File: src/fe_pkg.sv
// front end shared types
`default_nettype none

package fe_pkg;

   // 4 KiB pages
   localparam int PAGE_OFFSET_WIDTH = 12;
   localparam int INSTR_WIDTH = 32;

   // back end command opcodes
   typedef enum logic [1:0]
   {
      e_op_state_reset,
      e_op_pc_redirect,
      e_op_itlb_fill
   } fe_cmd_op_e;

   // fetch queue message type
   typedef enum logic
   {
      e_msg_fetch,
      e_msg_itlb_miss
   } fe_msg_e;

   typedef enum logic [1:0]
   {
      e_ic_idle,
      e_ic_lookup,
      e_ic_refill,
      e_ic_respond
   } icache_state_e;

   typedef enum logic [2:0]
   {
      e_pg_halt,
      e_pg_issue,
      e_pg_wait,
      e_pg_miss,
      e_pg_out
   } pc_gen_state_e;

endpackage

`default_nettype wire

File: src/fe_icache.sv
// direct-mapped instruction cache
`timescale 1ns/1ps
`default_nettype none

module fe_icache
#(
   parameter int VADDR_WIDTH = 32,
   parameter int PADDR_WIDTH = 24,
   parameter int ICACHE_SETS = 64
)
(
   input  logic                                              clk_i,
   input  logic                                              rst_n_i,
   input  logic [VADDR_WIDTH-1:0]                            fetch_vaddr_i,
   input  logic                                              fetch_v_i,
   input  logic                                              tlb_v_i,
   input  logic [PADDR_WIDTH-fe_pkg::PAGE_OFFSET_WIDTH-1:0]  tlb_ppn_i,
   input  logic                                              tlb_miss_i,
   output logic                                              ic_v_o,
   output logic [fe_pkg::INSTR_WIDTH-1:0]                    ic_instr_o,
   input  logic                                              ic_ready_i,
   input  logic                                              ic_poison_i,
   output logic [PADDR_WIDTH-1:0]                            wb_adr_o,
   output logic                                              wb_cyc_o,
   output logic                                              wb_stb_o,
   input  logic [fe_pkg::INSTR_WIDTH-1:0]                    wb_dat_i,
   input  logic                                              wb_ack_i
);
   import fe_pkg::*;

   localparam int IDX_W = $clog2(ICACHE_SETS);
   // tag covers everything above the word index
   localparam int TAG_W = PADDR_WIDTH - IDX_W - 2;

   logic [INSTR_WIDTH-1:0]       data_mem [ICACHE_SETS];
   logic [TAG_W-1:0]             tag_mem [ICACHE_SETS];
   logic [ICACHE_SETS-1:0]       valid_r;
   icache_state_e                state_r;
   icache_state_e                state_n;
   logic [IDX_W-1:0]             rd_idx;
   logic [INSTR_WIDTH-1:0]       rd_data_r;
   logic [TAG_W-1:0]             rd_tag_r;
   logic                         rd_valid_r;
   logic [PAGE_OFFSET_WIDTH-1:0] off_r;
   logic [PADDR_WIDTH-1:0]       phys_addr;
   logic                         hit;
   logic [PADDR_WIDTH-1:0]       miss_adr_r;
   logic [IDX_W-1:0]             miss_idx;
   logic                         refill_ack;
   logic [INSTR_WIDTH-1:0]       resp_r;

   // index lies inside the page offset, so no translation needed
   assign rd_idx    = fetch_vaddr_i[IDX_W+1:2];
   assign phys_addr = {tlb_ppn_i, off_r};
   assign hit       = tlb_v_i && !tlb_miss_i && rd_valid_r
                      && (rd_tag_r == phys_addr[PADDR_WIDTH-1:IDX_W+2]);
   assign miss_idx   = miss_adr_r[IDX_W+1:2];
   assign refill_ack = (state_r == e_ic_refill) && wb_ack_i;

   assign ic_v_o     = (state_r == e_ic_respond);
   assign ic_instr_o = resp_r;
   assign wb_adr_o   = miss_adr_r;
   assign wb_cyc_o   = (state_r == e_ic_refill);
   assign wb_stb_o   = (state_r == e_ic_refill);

   always_comb
   begin
      state_n = state_r;
      case (state_r)
         e_ic_idle:
         begin
            if (fetch_v_i)
               state_n = e_ic_lookup;
         end
         e_ic_lookup:
         begin
            if (!tlb_v_i || tlb_miss_i)
               state_n = e_ic_idle;
            else if (hit)
               state_n = e_ic_respond;
            else
               state_n = e_ic_refill;
         end
         e_ic_refill:
         begin
            if (wb_ack_i)
               state_n = e_ic_respond;
         end
         e_ic_respond:
         begin
            if (ic_ready_i || ic_poison_i)
               state_n = e_ic_idle;
         end
         default:
            state_n = e_ic_idle;
      endcase
   end

   always_ff @(posedge clk_i or negedge rst_n_i)
   begin
      if (!rst_n_i)
      begin
         state_r <= e_ic_idle;
         valid_r <= '0;
      end
      else
      begin
         state_r <= state_n;
         if (refill_ack)
            valid_r[miss_idx] <= 1'b1;
      end
   end

   always_ff @(posedge clk_i)
   begin
      // array read in the fetch cycle
      if ((state_r == e_ic_idle) && fetch_v_i)
      begin
         rd_data_r  <= data_mem[rd_idx];
         rd_tag_r   <= tag_mem[rd_idx];
         rd_valid_r <= valid_r[rd_idx];
         off_r      <= fetch_vaddr_i[PAGE_OFFSET_WIDTH-1:0];
      end
      if (state_r == e_ic_lookup)
      begin
         miss_adr_r <= {phys_addr[PADDR_WIDTH-1:2], 2'b00};
         resp_r     <= rd_data_r;
      end
      if (refill_ack)
      begin
         data_mem[miss_idx] <= wb_dat_i;
         tag_mem[miss_idx]  <= miss_adr_r[PADDR_WIDTH-1:IDX_W+2];
         resp_r             <= wb_dat_i;
      end
   end

endmodule

`default_nettype wire

File: src/fe_itlb.sv
// instruction tlb
`timescale 1ns/1ps
`default_nettype none

module fe_itlb
#(
   parameter int VADDR_WIDTH  = 32,
   parameter int PADDR_WIDTH  = 24,
   parameter int ITLB_ENTRIES = 8
)
(
   input  logic                                              clk_i,
   input  logic                                              rst_n_i,
   input  logic [VADDR_WIDTH-1:0]                            fetch_vaddr_i,
   input  logic                                              fetch_v_i,
   input  fe_pkg::fe_cmd_op_e                                fe_cmd_op_i,
   input  logic [VADDR_WIDTH-1:0]                            fe_cmd_pc_i,
   input  logic [PADDR_WIDTH-fe_pkg::PAGE_OFFSET_WIDTH-1:0]  fe_cmd_ppn_i,
   input  logic                                              fe_cmd_v_i,
   output logic                                              tlb_v_o,
   output logic [PADDR_WIDTH-fe_pkg::PAGE_OFFSET_WIDTH-1:0]  tlb_ppn_o,
   output logic                                              tlb_miss_o
);
   import fe_pkg::*;

   localparam int VTAG_W = VADDR_WIDTH - PAGE_OFFSET_WIDTH;
   localparam int PTAG_W = PADDR_WIDTH - PAGE_OFFSET_WIDTH;
   localparam int IDX_W  = $clog2(ITLB_ENTRIES);

   logic [VTAG_W-1:0]       vtag_mem [ITLB_ENTRIES];
   logic [PTAG_W-1:0]       ppn_mem [ITLB_ENTRIES];
   logic [ITLB_ENTRIES-1:0] valid_r;
   logic [IDX_W-1:0]        rr_r;
   logic                    rd_hit;
   logic [IDX_W-1:0]        rd_idx;
   logic                    wr_hit;
   logic [IDX_W-1:0]        wr_idx;
   logic [IDX_W-1:0]        fill_idx;
   logic                    fill_v;

   // returns {hit, index} of a valid entry holding tag
   function automatic logic [IDX_W:0] find_tag(input logic [VTAG_W-1:0] tag);
      logic [IDX_W:0] res;
      res = '0;
      for (int i = 0; i < ITLB_ENTRIES; i++)
      begin
         if (valid_r[i] && (vtag_mem[i] == tag))
            res = {1'b1, IDX_W'(i)};
      end
      return res;
   endfunction

   assign {rd_hit, rd_idx} = find_tag(fetch_vaddr_i[VADDR_WIDTH-1:PAGE_OFFSET_WIDTH]);
   assign {wr_hit, wr_idx} = find_tag(fe_cmd_pc_i[VADDR_WIDTH-1:PAGE_OFFSET_WIDTH]);

   assign fill_v   = fe_cmd_v_i && (fe_cmd_op_i == e_op_itlb_fill);
   // refill of a known page keeps its slot
   assign fill_idx = wr_hit ? wr_idx : rr_r;

   always_ff @(posedge clk_i or negedge rst_n_i)
   begin
      if (!rst_n_i)
      begin
         valid_r    <= '0;
         rr_r       <= '0;
         tlb_v_o    <= 1'b0;
         tlb_miss_o <= 1'b0;
      end
      else
      begin
         tlb_v_o    <= fetch_v_i;
         tlb_miss_o <= fetch_v_i && !rd_hit;
         if (fill_v)
         begin
            valid_r[fill_idx] <= 1'b1;
            if (!wr_hit)
               rr_r <= rr_r + IDX_W'(1);
         end
      end
   end

   always_ff @(posedge clk_i)
   begin
      if (fill_v)
      begin
         vtag_mem[fill_idx] <= fe_cmd_pc_i[VADDR_WIDTH-1:PAGE_OFFSET_WIDTH];
         ppn_mem[fill_idx]  <= fe_cmd_ppn_i;
      end
      if (fetch_v_i)
         tlb_ppn_o <= ppn_mem[rd_idx];
   end

endmodule

`default_nettype wire

File: src/fe_pc_gen.sv
// fetch pc generator
`timescale 1ns/1ps
`default_nettype none

module fe_pc_gen
#(
   parameter int VADDR_WIDTH = 32
)
(
   input  logic                           clk_i,
   input  logic                           rst_n_i,
   input  fe_pkg::fe_cmd_op_e             fe_cmd_op_i,
   input  logic [VADDR_WIDTH-1:0]         fe_cmd_pc_i,
   input  logic                           fe_cmd_v_i,
   output logic                           fe_cmd_ready_o,
   output logic [VADDR_WIDTH-1:0]         fetch_vaddr_o,
   output logic                           fetch_v_o,
   input  logic                           tlb_v_i,
   input  logic                           tlb_miss_i,
   input  logic                           ic_v_i,
   input  logic [fe_pkg::INSTR_WIDTH-1:0] ic_instr_i,
   output logic                           ic_ready_o,
   output logic                           ic_poison_o,
   output logic [VADDR_WIDTH-1:0]         fe_queue_pc_o,
   output logic [fe_pkg::INSTR_WIDTH-1:0] fe_queue_instr_o,
   output fe_pkg::fe_msg_e                fe_queue_msg_o,
   output logic                           fe_queue_v_o,
   input  logic                           fe_queue_ready_i
);
   import fe_pkg::*;

   pc_gen_state_e          state_r;
   pc_gen_state_e          state_n;
   logic [VADDR_WIDTH-1:0] pc_r;
   logic [VADDR_WIDTH-1:0] pc_n;
   logic                   poison_r;
   logic                   poison_n;
   logic                   ready_r;
   logic                   cmd_acc;
   logic                   cmd_reset;
   logic                   cmd_jump;
   logic                   cmd_fill;
   logic                   tlb_fault;
   logic                   fetch_done;
   logic                   stale;
   logic [INSTR_WIDTH-1:0] q_instr_r;
   fe_msg_e                q_msg_r;

   assign cmd_acc    = fe_cmd_v_i && ready_r;
   assign cmd_reset  = cmd_acc && (fe_cmd_op_i == e_op_state_reset);
   assign cmd_jump   = cmd_reset || (cmd_acc && (fe_cmd_op_i == e_op_pc_redirect));
   assign cmd_fill   = cmd_acc && (fe_cmd_op_i == e_op_itlb_fill);
   assign tlb_fault  = tlb_v_i && tlb_miss_i;
   // cache drops the lookup on a tlb miss, so that ends the fetch too
   assign fetch_done = ic_v_i || tlb_fault;
   assign stale      = poison_r || cmd_jump;

   assign fe_cmd_ready_o   = ready_r;
   assign fetch_vaddr_o    = pc_r;
   assign fetch_v_o        = (state_r == e_pg_issue);
   assign ic_ready_o       = (state_r == e_pg_wait) && !stale;
   assign ic_poison_o      = (state_r == e_pg_wait) && stale;
   assign fe_queue_pc_o    = pc_r;
   assign fe_queue_instr_o = q_instr_r;
   assign fe_queue_msg_o   = q_msg_r;
   assign fe_queue_v_o     = (state_r == e_pg_out);

   always_comb
   begin
      state_n  = state_r;
      pc_n     = pc_r;
      poison_n = poison_r;
      case (state_r)
         e_pg_halt:
         begin
            if (cmd_reset)
            begin
               pc_n    = fe_cmd_pc_i;
               state_n = e_pg_issue;
            end
         end
         e_pg_issue:
         begin
            state_n = e_pg_wait;
            // the issued fetch is already gone
            if (cmd_jump)
            begin
               pc_n     = fe_cmd_pc_i;
               poison_n = 1'b1;
            end
         end
         e_pg_wait:
         begin
            if (cmd_jump)
               pc_n = fe_cmd_pc_i;
            if (fetch_done)
            begin
               poison_n = 1'b0;
               state_n  = stale ? e_pg_issue : e_pg_out;
            end
            else if (cmd_jump)
               poison_n = 1'b1;
         end
         e_pg_out:
         begin
            if (cmd_jump)
            begin
               pc_n    = fe_cmd_pc_i;
               state_n = e_pg_issue;
            end
            else if (fe_queue_ready_i)
            begin
               if (q_msg_r == e_msg_fetch)
               begin
                  pc_n    = pc_r + VADDR_WIDTH'(4);
                  state_n = e_pg_issue;
               end
               else
                  state_n = e_pg_miss;
            end
         end
         e_pg_miss:
         begin
            if (cmd_jump)
            begin
               pc_n    = fe_cmd_pc_i;
               state_n = e_pg_issue;
            end
            // retry the pc that missed
            else if (cmd_fill)
               state_n = e_pg_issue;
         end
         default:
            state_n = e_pg_halt;
      endcase
   end

   always_ff @(posedge clk_i or negedge rst_n_i)
   begin
      if (!rst_n_i)
      begin
         state_r  <= e_pg_halt;
         pc_r     <= '0;
         poison_r <= 1'b0;
         ready_r  <= 1'b0;
      end
      else
      begin
         state_r  <= state_n;
         pc_r     <= pc_n;
         poison_r <= poison_n;
         ready_r  <= 1'b1;
      end
   end

   // queue entry
   always_ff @(posedge clk_i)
   begin
      if ((state_r == e_pg_wait) && fetch_done && !stale)
      begin
         q_instr_r <= tlb_fault ? '0 : ic_instr_i;
         q_msg_r   <= tlb_fault ? e_msg_itlb_miss : e_msg_fetch;
      end
   end

endmodule

`default_nettype wire

File: src/fe_top.sv
// instruction fetch front end
`timescale 1ns/1ps
`default_nettype none

module fe_top
#(
   parameter int VADDR_WIDTH  = 32,
   parameter int PADDR_WIDTH  = 24,
   parameter int ITLB_ENTRIES = 8,
   parameter int ICACHE_SETS  = 64
)
(
   input  logic                                              clk_i,
   input  logic                                              rst_n_i,
   input  fe_pkg::fe_cmd_op_e                                fe_cmd_op_i,
   input  logic [VADDR_WIDTH-1:0]                            fe_cmd_pc_i,
   input  logic [PADDR_WIDTH-fe_pkg::PAGE_OFFSET_WIDTH-1:0]  fe_cmd_ppn_i,
   input  logic                                              fe_cmd_v_i,
   output logic                                              fe_cmd_ready_o,
   output logic [VADDR_WIDTH-1:0]                            fe_queue_pc_o,
   output logic [fe_pkg::INSTR_WIDTH-1:0]                    fe_queue_instr_o,
   output fe_pkg::fe_msg_e                                   fe_queue_msg_o,
   output logic                                              fe_queue_v_o,
   input  logic                                              fe_queue_ready_i,
   output logic [PADDR_WIDTH-1:0]                            wb_adr_o,
   output logic                                              wb_cyc_o,
   output logic                                              wb_stb_o,
   input  logic [fe_pkg::INSTR_WIDTH-1:0]                    wb_dat_i,
   input  logic                                              wb_ack_i
);
   import fe_pkg::*;

   logic [VADDR_WIDTH-1:0]                   fetch_vaddr;
   logic                                     fetch_v;
   logic                                     tlb_v;
   logic [PADDR_WIDTH-PAGE_OFFSET_WIDTH-1:0] tlb_ppn;
   logic                                     tlb_miss;
   logic                                     ic_v;
   logic [INSTR_WIDTH-1:0]                   ic_instr;
   logic                                     ic_ready;
   logic                                     ic_poison;

   fe_pc_gen
   #(
      .VADDR_WIDTH (VADDR_WIDTH)
   )
   u_pc_gen
   (
      .clk_i            (clk_i),
      .rst_n_i          (rst_n_i),
      .fe_cmd_op_i      (fe_cmd_op_i),
      .fe_cmd_pc_i      (fe_cmd_pc_i),
      .fe_cmd_v_i       (fe_cmd_v_i),
      .fe_cmd_ready_o   (fe_cmd_ready_o),
      .fetch_vaddr_o    (fetch_vaddr),
      .fetch_v_o        (fetch_v),
      .tlb_v_i          (tlb_v),
      .tlb_miss_i       (tlb_miss),
      .ic_v_i           (ic_v),
      .ic_instr_i       (ic_instr),
      .ic_ready_o       (ic_ready),
      .ic_poison_o      (ic_poison),
      .fe_queue_pc_o    (fe_queue_pc_o),
      .fe_queue_instr_o (fe_queue_instr_o),
      .fe_queue_msg_o   (fe_queue_msg_o),
      .fe_queue_v_o     (fe_queue_v_o),
      .fe_queue_ready_i (fe_queue_ready_i)
   );

   fe_itlb
   #(
      .VADDR_WIDTH  (VADDR_WIDTH),
      .PADDR_WIDTH  (PADDR_WIDTH),
      .ITLB_ENTRIES (ITLB_ENTRIES)
   )
   u_itlb
   (
      .clk_i         (clk_i),
      .rst_n_i       (rst_n_i),
      .fetch_vaddr_i (fetch_vaddr),
      .fetch_v_i     (fetch_v),
      .fe_cmd_op_i   (fe_cmd_op_i),
      .fe_cmd_pc_i   (fe_cmd_pc_i),
      .fe_cmd_ppn_i  (fe_cmd_ppn_i),
      .fe_cmd_v_i    (fe_cmd_v_i),
      .tlb_v_o       (tlb_v),
      .tlb_ppn_o     (tlb_ppn),
      .tlb_miss_o    (tlb_miss)
   );

   fe_icache
   #(
      .VADDR_WIDTH (VADDR_WIDTH),
      .PADDR_WIDTH (PADDR_WIDTH),
      .ICACHE_SETS (ICACHE_SETS)
   )
   u_icache
   (
      .clk_i         (clk_i),
      .rst_n_i       (rst_n_i),
      .fetch_vaddr_i (fetch_vaddr),
      .fetch_v_i     (fetch_v),
      .tlb_v_i       (tlb_v),
      .tlb_ppn_i     (tlb_ppn),
      .tlb_miss_i    (tlb_miss),
      .ic_v_o        (ic_v),
      .ic_instr_o    (ic_instr),
      .ic_ready_i    (ic_ready),
      .ic_poison_i   (ic_poison),
      .wb_adr_o      (wb_adr_o),
      .wb_cyc_o      (wb_cyc_o),
      .wb_stb_o      (wb_stb_o),
      .wb_dat_i      (wb_dat_i),
      .wb_ack_i      (wb_ack_i)
   );

endmodule

`default_nettype wire

File: config.mk
export PLATFORM = sky130hd
export DESIGN_NAME = fe_top
export DESIGN_NICKNAME = d
export VERILOG_FILES = /design/src/fe_pkg.sv /design/src/fe_icache.sv /design/src/fe_itlb.sv /design/src/fe_pc_gen.sv /design/src/fe_top.sv
export SDC_FILE = /design/constraint.sdc
export NUM_CORES = 2
export LEC_CHECK = 0
export BUFFER_PORTS_ARGS = -buffer_cell sky130_fd_sc_hd__buf_2
export CELL_PAD_IN_SITES_DETAIL_PLACEMENT = 0
export CELL_PAD_IN_SITES_GLOBAL_PLACEMENT = 1
export CORE_ASPECT_RATIO = 2
export CORE_MARGIN = 4
export CORE_UTILIZATION = 63
export CTS_BUF_LIST = sky130_fd_sc_hd__clkbuf_8
export CTS_CLUSTER_SIZE = 16
export DETAILED_ROUTE_END_ITERATION = 16
export GPL_TIMING_DRIVEN = 0
export PLACE_DENSITY_LB_ADDON = 0.1
export SYNTH_ARGS = -nofsm -noshare
export SYNTH_HDL_FRONTEND = slang
export SYNTH_SLANG_ARGS = --single-unit
File: constraint.sdc
create_clock -name clk_i -period 9.3 [get_ports clk_i]
set_input_delay 1.86 -clock clk_i [delete_from_list [all_inputs] [get_ports clk_i]]
set_output_delay 1.86 -clock clk_i [all_outputs]
set_load 0.005 [all_outputs]
After elaboration in Yosys (flattened, before gate mapping)
Memories as Yosys holds them, arrays and structs flattened. A register that Yosys moved wholly into a read port is not among the register bits.
Cells that the tools add are included.

cells by class
  magnitude comparators = 5
  eq/ne operators = 35
  reduce and logical (&&, ||, !) cells = 54
  bitwise gates (word level) = 3
  multiplexer cells = 54
  add/sub/neg operators = 2

operator list
  operator                 count
  $eq A20 B20 Y1           16
  $mux W32                 7
  $pmux W32 S3             1
  $mux W4                  16
  $or A64 B64 Y64          1
  $logic_and A1 B1 Y1      34
  $add A32 B3 Y32 const B  1
  $mux W3                  8
  $eq A16 B16 Y1           1
  $pmux W3 S5              1
  $lt A6 B7 Y1 const B     2
  $ne A2 B1 Y1 const B     6
  $mux W1                  11
  $mux W2                  5
  $or A8 B8 Y8             1
  $pmux W2 S4              1
  $bmux W1 S6              1
  $demux W1 S6             1
  $eq A2 B2 Y1 const B     3
  $eq A3 B2 Y1 const B     2
  $ge A6 B1 Y1 const B     1
  $ne A3 B1 Y1 const B     2
  $logic_or A1 B1 Y1       5
  $reduce_and A5 Y1        1
  other kinds (19)         25

storage, ports and cells
  register bits = 216
  memory bits (writable) = 3,328
  word-level logic and storage cells = 173
  output and inout bits = 93
  memories = 4

memory list
  memory             depth  bits a word  rd ports  clocked after Yosys merged registers in  write ports  line             source
  u_icache.data_mem  64     32           1         1                                        1            fe_icache.sv:35  logic [INSTR_WIDTH-1:0] data_mem [ICACHE_SETS];
  u_icache.tag_mem   64     16           1         1                                        1            fe_icache.sv:36  logic [TAG_W-1:0] tag_mem [ICACHE_SETS];
  u_itlb.vtag_mem    8      20           8         0                                        1            fe_itlb.sv:30    logic [VTAG_W-1:0] vtag_mem [ITLB_ENTRIES];
  u_itlb.ppn_mem     8      12           1         1                                        1            fe_itlb.sv:31    logic [PTAG_W-1:0] ppn_mem [ITLB_ENTRIES];

Logic depth before layout (Yosys ltp)
An unclocked memory read counts as a cell.

  word-level depth = 17
  mapped depth = 12
  gate-level depth less buffers = 9

Hierarchy
Synthesis repeated with hierarchy kept, for this count alone.

unflattened totals
  cells, all modules = 7,188
  area, all modules = 141,886.1 um^2

modules (own cells, without submodules)
  module     area each (um^2)  seq. area each (um^2)  cells an instance  instances
  fe_icache  123,927.6         97,293.3               5,731              1
  fe_itlb    14,056.0          8,373.0                1,064              1
  fe_pc_gen  3,902.5           1,916.8                393                1

Worst setup path before layout
Ideal clock, no wire load.

  path kind = in2reg
  start = input port fe_cmd_pc_i[31]
  end = memory u_itlb.ppn_mem[2][0] in the netlist's numbering, enable pin
  setup time = 421 ps
  cell stages on the path = 9
  arrival = 4,951 ps
  path buffers = 1
  path slack = 3,928 ps
  required time = 8,879 ps
  path through = buf_2 -> xnor2_1 -> nand4_1 -> or4_1 -> o22a_1 -> nand3_1 -> nor2_1 -> mux2_2 -> nor2_1

on the way
  cells in the longest elaborated chain, start to end = 11
  elaborated cells on any way between the ends = 25
  classes of those cells = eq/ne (8); mux (9); reduce/logical (8)

RTL lines
  what                  line           source
  start: declaration    fe_top.sv:16   input logic [VADDR_WIDTH-1:0] fe_cmd_pc_i,
  $eq A20 B20 Y1        fe_itlb.sv:47  if (valid_r[i] && (vtag_mem[i] == tag))
  $logic_and A1 B1 Y1   fe_itlb.sv:47
  $mux W4 (7 in a row)  fe_itlb.sv:47
  $mux W4 (*)           fe_itlb.sv:47
  $mux W3 (*)           fe_itlb.sv:58  assign fill_idx = wr_hit ? wr_idx : rr_r;
  end: declaration      fe_itlb.sv:31

Every way passes the cells marked *; elsewhere a longest branch is shown, timed or not.

Worst setup path after layout
  start = input port fe_cmd_pc_i[17]
  end = memory u_itlb.vtag_mem[5][15] in the netlist's numbering, enable pin

on the way
  cells in the longest elaborated chain, start to end = 11
  elaborated cells on any way between the ends = 25
  classes of those cells = eq/ne (8); mux (9); reduce/logical (8)

RTL lines
  what                  line
  $eq A20 B20 Y1        fe_itlb.sv:47
  $logic_and A1 B1 Y1   fe_itlb.sv:47
  $mux W4 (7 in a row)  fe_itlb.sv:47
  $mux W4 (*)           fe_itlb.sv:47
  $mux W3 (*)           fe_itlb.sv:58
  end: declaration      fe_itlb.sv:30

Marks and branches as above.

==> impl_metrics.tcl <==
set metrics [dict create \
    cts_sinks 3602 \
    finalCritPeriodShare_pct 67.90 \
    dieArea_um2 230600 \
    total_power_mw 45.71 \
    crit_fanout 20 \
    clock_power_share_pct 25.7 \
    cts_buffer_depth 4 \
    fmax_ghz 0.1584 \
    gp_congestion 0.9982 \
    overflow 0 \
    synthCells 6194 \
    skew_ps 47.56 \
    avgSynthCellArea_um2 22.63 \
    numPortBuffers 173 \
    cellLeakagePower_nw 50.72 \
    seq_power_share_pct 42.7 \
    min_period_ps 6315 \
    violations "capacitance limit, slew limit" \
    ir_drop_uv 227.7 \
    wl_per_cell_um 43.50 \
    cts_hold_buf 0 \
    synth.top_cell.area_share_pct 74.67 \
    totalWireLength_mm 452.1 \
    ant_nets 0 \
    cp-end-kind "register" \
    drive_above_1_share_pct 31.72 \
    cp_cell_sequence "buf_2 > buf_2 > xnor2_1 > nand4_1 > or4_1 > nor2_1 > a21boi_0 > o221ai_1 > mux2i_1 > nor2_4 > buf_12" \
    synth_edf_count 3486 \
    cts_tree "built" \
    final-seq-area_um2 107600 \
    cts_made_buffers 462 \
    dr.pass1.iters 6 \
    h-tree-depth 5 \
    final-hold-violation-count 0 \
    postCtsSetupBuffers 0 \
    drv_cap 4 \
    p_int_mw 30.77 \
    areaGrowthSynthToFinish_pct 13.25 \
    grt_pass1_vias 74790 \
    multi_input_area_um2 31680 \
    p_comb_share_pct 31.6 \
    antenna_found_initial 27 \
    yosysWarnings 0 \
    worst_pin_slew_ps 1528 \
    critPathLaunchType "primary input" \
    drc_errors 0 \
    synth_area_leader_cell "edfxtp_1" \
    die_w_um 341.6 \
    fin_nets 7112 \
    drt-initial-drc-count 10230 \
    slew-limit-headroom_pct -1.859 \
    rows 244 \
    ys.flop_type "edfxtp_1" \
    fin_util_pct 71.83 \
    netlist_top_cells_count "edfxtp_1, mux4_2, xnor2_1" \
    grt_pass1_wl_mm 615.3 \
    maxSlewViolCount 32 \
    clkLatencyLatePin_ps 1020 \
    via_per_inst 7.027 \
    fp.dieH_um 675.1 \
    slowest_stage "nor2_1" \
    required_ps 9970 \
    path_class "primary input to register" \
    finalSetupViolCount 0 \
    synthArstFlopShare_pct 3.220 \
    yosysUniqueCellTypes 73 \
    ios 176 \
    synth_area_um2 140200 \
    hpwl_mm 308.9 \
    vias 73020 \
    status "complete, but fails checks" \
    num-fill-cells 13060 \
    switching_power_mw 14.94 \
    min_path_cells 0 \
    yosys.cell_count.top_type "edfxtp_1" \
    rsz0062_at_grt "false" \
    path_clk_slew_ps 70 \
    r2r_cells 7 \
    synth.area.top_cells "edfxtp_1, mux4_2, dfrtp_1" \
    crit_top_cell "buf_2" \
    worstHoldPathType "register to register" \
    cp.arrival_ps 6990 \
    ys_ff_latch 3602 \
    layoutNonFillerInstCount 10390 \
    grt_max_degree 75 \
    seq_area_frac_synth_pct 76.74 \
    cts-root-buf "clkbuf_8" \
    cp_slowest_stage_delay_ps 760 \
    start_util_pct 63.43 \
    core_area_um2 221000 \
    gr-usage-all-layers_pct 40.16 \
    switching_share_pct 32.69 \
    cts-resized-gates 0 \
    power_per_cell_area_nw_per_um2 287.9 \
    dp_cells 9510 \
]
-- stage by stage --
stage | area, um2 | worst slack (ps) | TNS, ps | hold slack [ps]
after global placement | 144800 | -1342 | -1574280 | 400.5
after floorplan | 140200 | 3928 | 0 | 400.3
after detailed placement | 149300 | 2028 | 0 | 407.4
after global routing | 158700 | 3217 | 0 | 436.2
after CTS | 158600 | 3092 | 0 | 423.5
final | 158800 | 2985 | 0 | 421.4
-- logic make-up (layout without fill, tap and decap cells) --
logic type	after synthesis	after routing	synth area share, %
flip-flops	3602	3602	76.74
adder cells (fa/ha/maj)	2	2	0.01785
other	2	31	0.005357
AND/OR/NAND/NOR	633	633	2.310
AO/OA/AOI/OAI	211	211	0.9585
XOR/XNOR	338	338	2.122
buffers and inverters	347	1564	1.083
multiplexers	1059	1059	16.77
-- layout make-up --
class,instances,area share (%)
diodes,28,0.04413
plain buffers,328,0.9370
clock buffers,473,4.100
clock inverters,376,1.729
inverters,19,0.04492
multi-input cells,2246,19.95
flip-flops and latches,3602,67.76
well taps,2952,2.326
repair buffers,368,3.104
-- placed cells by master (no fill, tap or decap), drive strengths merged, types with 6 or more instances in the layout --
master	instances
a21oi	85
nor3	9
a31oi	14
nor2b	7
clkinv	198
a311oi	12
xor2	71
clkinvlp	20
diode	28
nand4	84
edfxtp	3486
o21ai	29
or2	70
or4	6
and2	39
and3	8
nor2	117
xnor2	267
clkbuf	634
bufinv	42
a211oi	15
mux4	1029
buf	535
dfrtp	116
mux2	26
inv	135
nand3	51
o22ai	16
nand2	176
o21bai	10
nor4	33
-- final timing paths --
| check | start | end | slack, ps |
|---|---|---|---|
| setup / recovery | fe_cmd_pc_i[17] | u_itlb.vtag_mem[5][15] | 2990 |
| hold / removal | u_icache.off_r[7] | u_icache.wb_adr_o[7] | 420 |
| setup reg to reg | register | u_icache.data_mem[13][3] | 3600 |
| hold reg to reg | u_icache.off_r[7] | u_icache.wb_adr_o[7] | 420 |
| max in group asynchronous | rst_n_i | u_pc_gen.fe_queue_pc_o[22] | 7540 |
| min in group asynchronous | rst_n_i | u_icache.valid_r[5] | 780 |
-- flip-flops by register name, indices dropped and copies added, names as in the netlist, 10 cells and up, named ones only --
name,flops
u_icache.off_r,10
u_icache.valid_r,64
u_pc_gen.fe_queue_pc_o,32
u_pc_gen.fe_queue_instr_o,32
u_itlb.ppn_mem,96
u_icache.data_mem,2048
u_icache.ic_instr_o,32
u_icache.rd_data_r,32
u_icache.wb_adr_o,22
u_icache.rd_tag_r,16
u_icache.tag_mem,1024
u_itlb.vtag_mem,160
u_itlb.tlb_ppn_o,12
-- critical path, delay by kind of cell --
kind	cells	cell delay, ps
simple gates	4	2230
buf+inv	3	1490
compound gates	2	600
mux	1	470
xor+xnor	1	200
-- power by group through the flow --
stage,Clock [mW],Combinational [mW],Sequential [mW]
2_1_floorplan,0,8.15,19.7
3_3_place_gp,0,13.4,20.1
3_5_place_dp,0,14.2,19.8
4_1_cts,11.8,14.3,19.5
5_1_grt,12.6,14.7,19.5
6_report,11.8,14.4,19.5
-- per-layer routing --
layer	GRT usage, %	wire [um]	up-vias
li1	-	-	27760
met1	43.89	131100	38030
met2	65.77	227200	5608
met3	9.814	43600	1614
met4	34.93	50170	8
met5	0	57	-
(Power assumes the default switching activity.)
